## config.mk

```make
export PLATFORM = sky130hd
export DESIGN_NAME = phy_mgmt_top
export DESIGN_NICKNAME = d
export VERILOG_FILES = /design/src/logic/phy_mgmt_pkg.sv /design/src/logic/mdio_master.sv /design/src/logic/phy_mgmt_top.sv /design/src/logic/phy_reset_seq.sv /design/src/logic/port_led_driver.sv
export SDC_FILE = /design/constraint.sdc
export NUM_CORES = 1
export LEC_CHECK = 0
export BUFFER_PORTS_ARGS = -buffer_cell sky130_fd_sc_hd__clkbuf_2
export CORE_UTILIZATION = 60
export CTS_CLUSTER_DIAMETER = 100
export DETAILED_ROUTE_END_ITERATION = 16
export PLACE_DENSITY = 0.78
export SLEW_MARGIN = 40
export SYNTH_ARGS = -nofsm -noshare
export SYNTH_HDL_FRONTEND = slang
export SYNTH_HIERARCHICAL = 1
export SYNTH_SLANG_ARGS = --single-unit
```

## constraint.sdc

```tcl
create_clock -name clk_125mhz -period 2.5 [get_ports clk_125mhz]
set_input_delay 0.5 -clock clk_125mhz [delete_from_list [all_inputs] [get_ports clk_125mhz]]
set_output_delay 0.5 -clock clk_125mhz [all_outputs]
set_load 0.01 [all_outputs]
```

## src/logic/phy_mgmt_pkg.sv

```systemverilog
package phy_mgmt_pkg;

	////////////////////////////////////////////////////////////
	// Management request and response

	// One PHY's register access request
	typedef struct packed {
		logic [4:0]  phy_addr;	// PHY address on the bus
		logic [4:0]  reg_addr;	// Clause 22 register number
		logic [15:0] wr_data;	// Value for a write
		logic        wr;	// Level, rising edge starts a write
		logic        rd;	// Level, rising edge starts a read
	} mdio_req_t;

	// One PHY's access result
	typedef struct packed {
		logic [15:0] rd_data;	// Last read value
		logic        busy;	// Frame in flight
	} mdio_rsp_t;

	////////////////////////////////////////////////////////////
	// Clause 22 frame layout

	localparam int MDIO_PREAMBLE_BITS = 32;	// All ones
	localparam int MDIO_FRAME_BITS    = 64;	// Preamble through data

	// Opcodes, sent right after the 01 start pattern
	localparam logic [1:0] MDIO_OP_WRITE = 2'b01;
	localparam logic [1:0] MDIO_OP_READ  = 2'b10;

	////////////////////////////////////////////////////////////
	// Top level defaults

	localparam int DEF_NUM_PHYS     = 4;	// One onboard, three external
	localparam int DEF_RESET_CYCLES = 65535;	// About 0.5 ms at 125 MHz
	localparam int DEF_MDC_HALF     = 25;	// 2.5 MHz MDC

	// Long enough for the eye to catch a single packet
	localparam int DEF_ACT_STRETCH  = 16777215;

endpackage

```

## src/logic/mdio_master.sv

```systemverilog
`timescale 1ns/10ps

module mdio_master #(
	parameter int MDC_HALF = phy_mgmt_pkg::DEF_MDC_HALF
) (
	input  logic                    clk_125mhz,
	input  logic                    arst_n,
	input  phy_mgmt_pkg::mdio_req_t req,
	output phy_mgmt_pkg::mdio_rsp_t rsp,
	output logic                    mdc,
	output logic                    mdio_o,
	output logic                    mdio_oe,
	input  logic                    mdio_i
);

	import phy_mgmt_pkg::*;

	localparam int DATA_BITS = 16;
	localparam int HALVES    = 2 * MDIO_FRAME_BITS;	// MDC half periods per frame
	localparam int HALF_W    = $clog2(HALVES);
	localparam int DIV_W     = $clog2(MDC_HALF + 1);

	// Second turnaround bit, where a read hands the line to the PHY
	localparam int TA2_BIT   = MDIO_FRAME_BITS - DATA_BITS - 1;

	logic                       wr_q;	// Delayed copy of req.wr
	logic                       rd_q;	// Delayed copy of req.rd
	logic                       start_wr;
	logic                       start_rd;
	logic                       busy_q;
	logic                       op_rd_q;	// Frame in flight is a read
	logic [DIV_W-1:0]           div_q;	// Clocks into current half period
	logic [HALF_W-1:0]          half_q;	// Half period index within frame
	logic [HALF_W-1:0]          half_nxt;
	logic                       half_end;	// Last clock of a half period
	logic                       frame_done;
	logic [MDIO_FRAME_BITS-1:0] frame_new;
	logic [MDIO_FRAME_BITS-1:0] frame_q;	// MSB is on the wire
	logic [DATA_BITS-1:0]       rx_shift_q;
	logic [DATA_BITS-1:0]       rd_data_q;

	////////////////////////////////////////////////////////////
	// Request edge detection

	always_ff @(posedge clk_125mhz or negedge arst_n) begin
		if (!arst_n) begin
			wr_q <= 1'b0;
			rd_q <= 1'b0;
		end else begin
			wr_q <= req.wr;	// Tracked while busy too, so edges get dropped
			rd_q <= req.rd;
		end
	end

	assign start_wr = !busy_q && req.wr && !wr_q;
	assign start_rd = !busy_q && req.rd && !rd_q && !start_wr;	// Write wins a tie

	// Whole frame, preamble first
	assign frame_new = {
		{MDIO_PREAMBLE_BITS{1'b1}},
		2'b01,	// Start
		start_wr ? MDIO_OP_WRITE : MDIO_OP_READ,
		req.phy_addr,
		req.reg_addr,
		2'b10,	// Turnaround
		start_wr ? req.wr_data : {DATA_BITS{1'b1}}	// Read data slot idles high
	};

	////////////////////////////////////////////////////////////
	// MDC divider and bit timing

	assign half_end   = (div_q == DIV_W'(MDC_HALF - 1));
	assign half_nxt   = half_q + 1'b1;
	assign frame_done = busy_q && half_end && (half_q == HALF_W'(HALVES - 1));

	always_ff @(posedge clk_125mhz or negedge arst_n) begin
		if (!arst_n) begin
			busy_q  <= 1'b0;
			op_rd_q <= 1'b0;
			div_q   <= '0;
			half_q  <= '0;
			mdc     <= 1'b0;
			mdio_oe <= 1'b0;
			frame_q <= '1;	// Line idles high
		end else if (!busy_q) begin
			if (start_wr || start_rd) begin
				busy_q  <= 1'b1;
				op_rd_q <= start_rd;
				div_q   <= '0;
				half_q  <= '0;
				mdc     <= 1'b0;
				mdio_oe <= 1'b1;	// Master owns the line up to turnaround
				frame_q <= frame_new;	// Captures address and data
			end
		end else if (!half_end) begin
			div_q <= div_q + 1'b1;
		end else begin
			div_q  <= '0;
			half_q <= half_nxt;
			mdc    <= ~mdc;

			// Odd half ending means MDC falls, so present the next bit
			if (half_q[0]) begin
				frame_q <= {frame_q[MDIO_FRAME_BITS-2:0], 1'b1};
				if (op_rd_q && half_nxt == HALF_W'(2 * TA2_BIT))
					mdio_oe <= 1'b0;	// PHY drives from here on
			end

			if (frame_done) begin
				busy_q  <= 1'b0;	// MDC is low again after this edge
				mdio_oe <= 1'b0;
			end
		end
	end

	assign mdio_o = frame_q[MDIO_FRAME_BITS-1];

	////////////////////////////////////////////////////////////
	// Read data capture

	// Sample as MDC rises, last 16 samples are the data bits
	always_ff @(posedge clk_125mhz or negedge arst_n) begin
		if (!arst_n)
			rx_shift_q <= '0;
		else if (busy_q && half_end && !half_q[0] && op_rd_q)
			rx_shift_q <= {rx_shift_q[DATA_BITS-2:0], mdio_i};
	end

	// Result only moves at the end of a read
	always_ff @(posedge clk_125mhz or negedge arst_n) begin
		if (!arst_n)
			rd_data_q <= '0;
		else if (frame_done && op_rd_q)
			rd_data_q <= rx_shift_q;
	end

	assign rsp.rd_data = rd_data_q;
	assign rsp.busy    = busy_q;

endmodule

```

## src/logic/phy_mgmt_top.sv

```systemverilog
`timescale 1ns/10ps

module phy_mgmt_top #(
	parameter int NUM_PHYS     = phy_mgmt_pkg::DEF_NUM_PHYS,
	parameter int RESET_CYCLES = phy_mgmt_pkg::DEF_RESET_CYCLES,
	parameter int MDC_HALF     = phy_mgmt_pkg::DEF_MDC_HALF,
	parameter int ACT_STRETCH  = phy_mgmt_pkg::DEF_ACT_STRETCH
) (
	input  logic                    clk_125mhz,
	input  logic                    arst_n,

	// Register access, one slot per PHY
	input  phy_mgmt_pkg::mdio_req_t mdio_req [NUM_PHYS],
	output phy_mgmt_pkg::mdio_rsp_t mdio_rsp [NUM_PHYS],

	// Management bus, pad buffer is outside
	output logic [NUM_PHYS-1:0]     mdc,
	output logic [NUM_PHYS-1:0]     mdio_o,
	output logic [NUM_PHYS-1:0]     mdio_oe,
	input  logic [NUM_PHYS-1:0]     mdio_i,

	// MAC status
	input  logic [NUM_PHYS-1:0]     link_up,
	input  logic [NUM_PHYS-1:0]     rx_start,	// Pulse per received frame

	// Board outputs
	output logic [NUM_PHYS-1:0]     phy_rst_n,
	output logic [NUM_PHYS-1:0]     link_led,
	output logic [NUM_PHYS-1:0]     act_led
);

	////////////////////////////////////////////////////////////
	// PHY reset

	phy_reset_seq #(
		.NUM_PHYS     (NUM_PHYS),
		.RESET_CYCLES (RESET_CYCLES)
	) i_phy_reset_seq (
		.clk_125mhz (clk_125mhz),
		.arst_n     (arst_n),
		.phy_rst_n  (phy_rst_n)
	);

	////////////////////////////////////////////////////////////
	// Management masters

	// Independent bus per PHY, no sharing between ports
	for (genvar i = 0; i < NUM_PHYS; i++) begin : g_mdio
		mdio_master #(
			.MDC_HALF (MDC_HALF)
		) i_mdio_master (
			.clk_125mhz (clk_125mhz),
			.arst_n     (arst_n),
			.req        (mdio_req[i]),
			.rsp        (mdio_rsp[i]),
			.mdc        (mdc[i]),
			.mdio_o     (mdio_o[i]),
			.mdio_oe    (mdio_oe[i]),
			.mdio_i     (mdio_i[i])
		);
	end

	////////////////////////////////////////////////////////////
	// Port LEDs

	port_led_driver #(
		.NUM_PHYS    (NUM_PHYS),
		.ACT_STRETCH (ACT_STRETCH)
	) i_port_led_driver (
		.clk_125mhz (clk_125mhz),
		.arst_n     (arst_n),
		.link_up    (link_up),
		.rx_start   (rx_start),
		.link_led   (link_led),
		.act_led    (act_led)
	);

endmodule

```

## src/logic/phy_reset_seq.sv

```systemverilog
`timescale 1ns/10ps

module phy_reset_seq #(
	parameter int NUM_PHYS     = phy_mgmt_pkg::DEF_NUM_PHYS,
	parameter int RESET_CYCLES = phy_mgmt_pkg::DEF_RESET_CYCLES
) (
	input  logic                clk_125mhz,
	input  logic                arst_n,
	output logic [NUM_PHYS-1:0] phy_rst_n
);

	localparam int CNT_W = $clog2(RESET_CYCLES + 1);

	logic [CNT_W-1:0] cnt_q;	// Clocks since system reset
	logic             done_q;	// PHYs out of reset

	////////////////////////////////////////////////////////////
	// Delayed PHY bring-up

	// Counter stops once the PHYs are released
	always_ff @(posedge clk_125mhz or negedge arst_n) begin
		if (!arst_n) begin
			cnt_q  <= '0;
			done_q <= 1'b0;
		end else if (!done_q) begin
			if (cnt_q == CNT_W'(RESET_CYCLES - 1))
				done_q <= 1'b1;	// Edge number RESET_CYCLES
			else
				cnt_q <= cnt_q + 1'b1;
		end
	end

	// All ports leave reset together
	assign phy_rst_n = {NUM_PHYS{done_q}};

endmodule

```

## src/logic/port_led_driver.sv

```systemverilog
`timescale 1ns/10ps

module port_led_driver #(
	parameter int NUM_PHYS    = phy_mgmt_pkg::DEF_NUM_PHYS,
	parameter int ACT_STRETCH = phy_mgmt_pkg::DEF_ACT_STRETCH
) (
	input  logic                clk_125mhz,
	input  logic                arst_n,
	input  logic [NUM_PHYS-1:0] link_up,
	input  logic [NUM_PHYS-1:0] rx_start,
	output logic [NUM_PHYS-1:0] link_led,
	output logic [NUM_PHYS-1:0] act_led
);

	localparam int CNT_W = $clog2(ACT_STRETCH + 1);

	////////////////////////////////////////////////////////////
	// Link LEDs

	always_ff @(posedge clk_125mhz or negedge arst_n) begin
		if (!arst_n)
			link_led <= '0;
		else
			link_led <= link_up;	// One cycle behind the MAC
	end

	////////////////////////////////////////////////////////////
	// Activity stretchers

	for (genvar i = 0; i < NUM_PHYS; i++) begin : g_act
		logic [CNT_W-1:0] act_cnt_q;	// Clocks of blink left

		// Every frame start reloads, so bursts keep the LED lit
		always_ff @(posedge clk_125mhz or negedge arst_n) begin
			if (!arst_n)
				act_cnt_q <= '0;
			else if (rx_start[i])
				act_cnt_q <= CNT_W'(ACT_STRETCH);
			else if (act_cnt_q != '0)
				act_cnt_q <= act_cnt_q - 1'b1;
		end

		// Lit while any count remains
		assign act_led[i] = (act_cnt_q != '0);
	end

endmodule

```

Word-level counts from Yosys, hierarchy flattened
Index checks and enable logic that the tools add are counted.

cells by class
  add/sub/neg operators = 13
  eq/ne operators = 29
  mux-type cells = 110
  bitwise gates (word level) = 10
  reductions and logical operators = 97

operators by type and width
  operator                                            count
  2-to-1 mux 64 bit                                   16
  2-to-1 mux 24 bit                                   8
  nonzero test 24 bit                                 4
  subtractor 24 x 1 -> 24 bit, second input constant  4
  2-to-1 mux 7 bit                                    12
  2-to-1 mux 16 bit                                   4
  2-to-1 mux 5 bit                                    12
  equality test 7 bit, second input constant          8
  2-to-1 mux 1 bit                                    54
  logical AND 1 bit                                   44
  adder 7 x 1 -> 7 bit, second input constant         4
  != test 3 bit, second input constant                8
  adder 5 x 1 -> 5 bit, second input constant         4
  equality test 5 bit, second input constant          4
  zero test 1 bit                                     20
  AND reduction 2 bit                                 9
  adder 16 x 1 -> 16 bit, second input constant       1
  equality test 16 bit, second input constant         1
  != test 2 bit, second input constant                8
  AND reduction 4 bit                                 4
  nonzero test 2 bit                                  8
  AND reduction 3 bit                                 4
  inverter 1 bit                                      10
  2-to-1 mux 2 bit                                    4
  logical OR 1 bit                                    4

storage, ports and cells
  register bits = 573
  output and inout bits = 92
  word-level logic and storage cells = 310

Longest topological paths before layout
  word-level depth = 8
  gate-level depth with buffers = 8
  gate-level depth less buffers = 7

Cells and area by module
Netlist, hierarchy kept.

modules (own cells, without submodules)
  module           instances  cells each  area each (um^2)  sequential area each (um^2)
  mdio_master      4          390         5168.7            2932.8
  port_led_driver  1          565         5515.3            2502.4
  phy_reset_seq    1          78          865.8             425.4

Worst setup path before layout
No wires, ideal clock.

  path kind = reg-to-output
  start = register i_port_led_driver.g_act[2].act_cnt_q[19]
  end = output port act_led[2]
  data arrival time = 1.688 ns
  data required time = 2.000 ns
  slack = 0.312 ns
  stages on the path, launching flop included = 4
  buffers on the path = 0
  cell sequence = dfrtp_1 or4_1 or3_1 or3_1

on the way
  cells in the longest elaborated chain, start to end = 1

RTL lines
  what                      RTL line               source
  start: declaration        port_led_driver.sv:31  logic [CNT_W-1:0] act_cnt_q;
  start signal: assignment  port_led_driver.sv:38  act_cnt_q <= CNT_W'(ACT_STRETCH);
  start signal: assignment  port_led_driver.sv:40  act_cnt_q <= act_cnt_q - 1'b1;
  nonzero test 24 bit       port_led_driver.sv:44  assign act_led[i] = (act_cnt_q != '0);
  end: declaration          phy_mgmt_top.sv:29     output logic [NUM_PHYS-1:0] act_led

No other way between the ends.

Final worst setup path
  start = register i_port_led_driver.g_act[2].act_cnt_q[18]
  end = output port act_led[2]

Same word-level chain as after synthesis.

==> flow_summary_export.csv <==
group,metric,value,unit
synth,synthArstFlopShare,100,%
synth,syn_area_per_cell,12.3,um^2
job,maxCapViolCount,0,
clock_tree,cts-htree-levels,2,
detailed_routing,drt-total-wl,52100,um
timing,hold_viol_final,0,
grt,globalRouteOverflowTotal,0,
timing,worst_pin_slew,0.736,ns
setup_path,reg2reg_depth,7,
grt,grt_first_pass_wirelength,90000,um
synth,syn_inst,2203,
synth,synth_top_area_share,29.3,%
die,fp-row-count,77,
setup_path,cp_slowest_cell,"or4_4",
setup_path,crit_fanout,3,
die,coreArea,0.0443,mm^2
synth,yosys-top-cells-area,"dfrtp_1, dfstp_2, mux2_2",
die,die_h,214,um
placement,routabilityCongestion,0.838,
timing,hold_slack,0.0365,ns
clock_tree,clock_latency,0.60,ns
setup_path,worst_r2r_endpoint,"i_port_led_driver/g_act[1].act_cnt_q[10]",
detailed_routing,vias,17603,
placement,portBuffers,217,
setup_path,path_class,"reg -> out",
setup_path,reg2reg_setup_slack,0.19,ns
timing,setup_viol,3,
synth,yosys_most_used_dff,"dfrtp_1",
run_status,violations,"negative setup slack",
synth,ys_ff_latch,573,
synth,yosys.area.top_type,"dfrtp_1",
synth,netlist_area,0.0271,mm^2
die,initial_core_util,61.1,%
run_status,status,"finished with violations",
timing,fmax,0.348,GHz
synth,synth-edff-count,0,
power,ir_drop,0.000542,V
setup_path,arrival,2.37,ns
finish,fill_cells,3030,
synth,yosysWarnings,6,
setup_path,start_kind,"register",
detailed_routing,ant_nets,0,
timing,setup_slack,-0.372,ns
power,power.density,879,mW/mm^2
timing,rsz0062_at_grt,"yes",
die,io_pins,218,
clock_tree,cts_buffers,57,
setup_path,cpMostUsedCell,"or3_4",
detailed_routing,firstDrtPassIters,5,
timing,fin_crit_sh,115,%
synth,syn_nets,2355,
detailed_routing,viasPerCell,5.70,
detailed_routing,route.detailed.wl_per_inst,16.9,um
timing,finClkSkew,0.0151,ns
synth,yosysMostFrequentCell,"dfrtp_1",
setup_path,cpLargestDelayFamily,"simple AND/OR/NAND/NOR gates",
setup_path,cp_num_cells,4,
setup_path,cp_num_buf_inv,1,
power,leakagePower,0.0133,uW
grt,grt_max_degree,89,
grt,grt_pass1_vias,18402,
setup_path,worstReg2RegStart,"i_port_led_driver/g_act[1].act_cnt_q[17]",
setup_path,crit_chain,"or4_4 -> or3_4 -> or3_4 -> buf_6",
synth,synth_common_cells,"dfrtp_1, mux2_2, dfstp_2, nand2b_1, mux2_1",
setup_path,endpoint_kind,"output port",
synth,yosysUniqueCellTypes,74,
die,fp.dieW,214,um
finish,fin_util,70.3,%
grt,antenna_found_initial,0,
timing,fin_crit,2.87,ns
grt,grt_usage,23.2,%
setup_path,cp-endpoint,"act_led[2]",
clock_tree,clockRootBuffer,"clkbuf_16",
clock_tree,clock_sinks,573,
setup_path,required,2.00,ns
setup_path,critical-path-max-stage-delay,0.55,ns
placement,hpwl,33700,um
clock_tree,path_clk_slew,0.06,ns
synth,ys_seq_area_share,54.2,%
detailed_routing,drt_iter0_drc,1137,
clock_tree,cts_buffer_depth,3,
die,die_area,0.0459,mm^2
setup_path,cp-startpoint,"i_port_led_driver/g_act[2].act_cnt_q[18]",
timing,maxSlewViolCount,0,
hold_path,hp-class,"in -> reg",
finish,finalNetCount,2597,
finish,layout-drive-gt1-share,41.6,%
timing,max_slew_margin,50.9,%
clock_tree,tritoncts,"built",
timing,fin_setup_tns,-0.593,ns
finish,antenna_cells,0,
finish,syn2layout_area_growth,15.1,%
detailed_routing,drc,0,
-- kinds of logic (layout without fill, tap and decap cells) --
| kind of cell | count (synthesis) | count (layout) | synth area share (%) |
|---|---|---|---|
| multiplexers | 413 | 413 | 17.0 |
| flip-flops | 573 | 573 | 54.2 |
| buffers and inverters | 198 | 489 | 3.72 |
| adder cells (fa/ha/maj) | 26 | 26 | 1.20 |
| AND/OR/NAND/NOR | 639 | 639 | 14.3 |
| XOR/XNOR | 95 | 95 | 3.08 |
| AO/OA/AOI/OAI | 259 | 259 | 6.56 |
-- cells in the final DEF, fill, tap and decap left out, drive strengths merged, types with 59 or more instances in the layout --
| cell | synthesis | final |
|---|---|---|
| mux2 | 372 | 372 |
| nand2b | 183 | 183 |
| clkbuf | 45 | 298 |
| nand3 | 69 | 69 |
| dfstp | 256 | 256 |
| nand2 | 76 | 76 |
| dfrtp | 317 | 317 |
| buf | 77 | 84 |
| o21ai | 59 | 59 |
| inv | 76 | 78 |
| nor2 | 83 | 83 |
-- final cells by class --
class	count	area, um^2	share of cell area (%)
Multi-Input combinational cell	1432	11500	37.1
Inverter	76	285	0.916
Timing Repair Buffer	305	1920	6.18
Clock inverter	24	254	0.816
Tap cell	592	741	2.38
Sequential cell	573	14700	47.1
Clock buffer	84	1720	5.53
-- power breakdown --
part | total, uW | switching, uW | internal (uW) | leakage (uW)
combinational | 4980 | 2190 | 2790 | 0.00580
sequential | 13600 | 1120 | 12500 | 0.00650
clock | 8810 | 3530 | 5280 | 0.000992
-- metrics by stage --
stage,setup WS (ns),std cells,area [um^2],total power [uW]
CTS,-0.379,3079,31000,27700
global placement,0.143,2944,28700,18300
floorplan,0.312,2203,27100,17300
detailed placement,0.0747,2944,28700,18700
global route,-0.425,3086,31100,28900
finish,-0.372,3086,31100,27400
-- state kept, by name (all words and copies together) (netlist names), 16 cells and up --
name / flops
g_mdio.i_mdio_master/div_q: 20
g_mdio.i_mdio_master/rx_shift_q: 64
i_phy_reset_seq/cnt_q: 16
i_port_led_driver/g_act.act_cnt_q: 96
g_mdio.i_mdio_master/half_q: 28
g_mdio.i_mdio_master/frame_q: 256
g_mdio.i_mdio_master/rd_data_q: 64
-- routing by layer --
metal / wire (um) / GRT usage (%) / part of all wire (%) / vias up
met5: 0 / 0 / 0 / -
met4: 839 / 5.74 / 1.6 / 0
met3: 1910 / 3.69 / 3.7 / 70
met2: 26200 / 39.7 / 50 / 330
met1: 23100 / 31.1 / 44 / 8916
li1: - / - / - / 8287
-- timing repair --
| action | in CTS | in global routing |
|---|---|---|
| pin swaps | 7 | 7 |
| setup endpoints to repair | 4 | 5 |
| hold buffers | 7 | 0 |
| hold endpoints to repair | 24 | 0 |
| buffers inserted | 20 | 7 |
| gates resized for setup | 32 | 14 |
-- worst min-delay path by stage --
stage | from | end | slack, ns | cells after the start
final | mdio_req[0] | g_mdio[3].i_mdio_master/rd_q | 0.04 | 1
after global routing | mdio_req[0] | g_mdio[3].i_mdio_master/rd_q | 0.009 | 1
after CTS | mdio_req[0] | g_mdio[3].i_mdio_master/rd_q | 0.003 | 1
after detailed placement | i_phy_reset_seq/cnt_q[9] | i_phy_reset_seq/cnt_q[9] | 0.47 | 1
after global placement | i_phy_reset_seq/cnt_q[9] | i_phy_reset_seq/cnt_q[9] | 0.46 | 1
after floorplan | arst_n | g_mdio[0].i_mdio_master/busy_q | 0.20 | 0
Power figures use the tool's default switching activity.
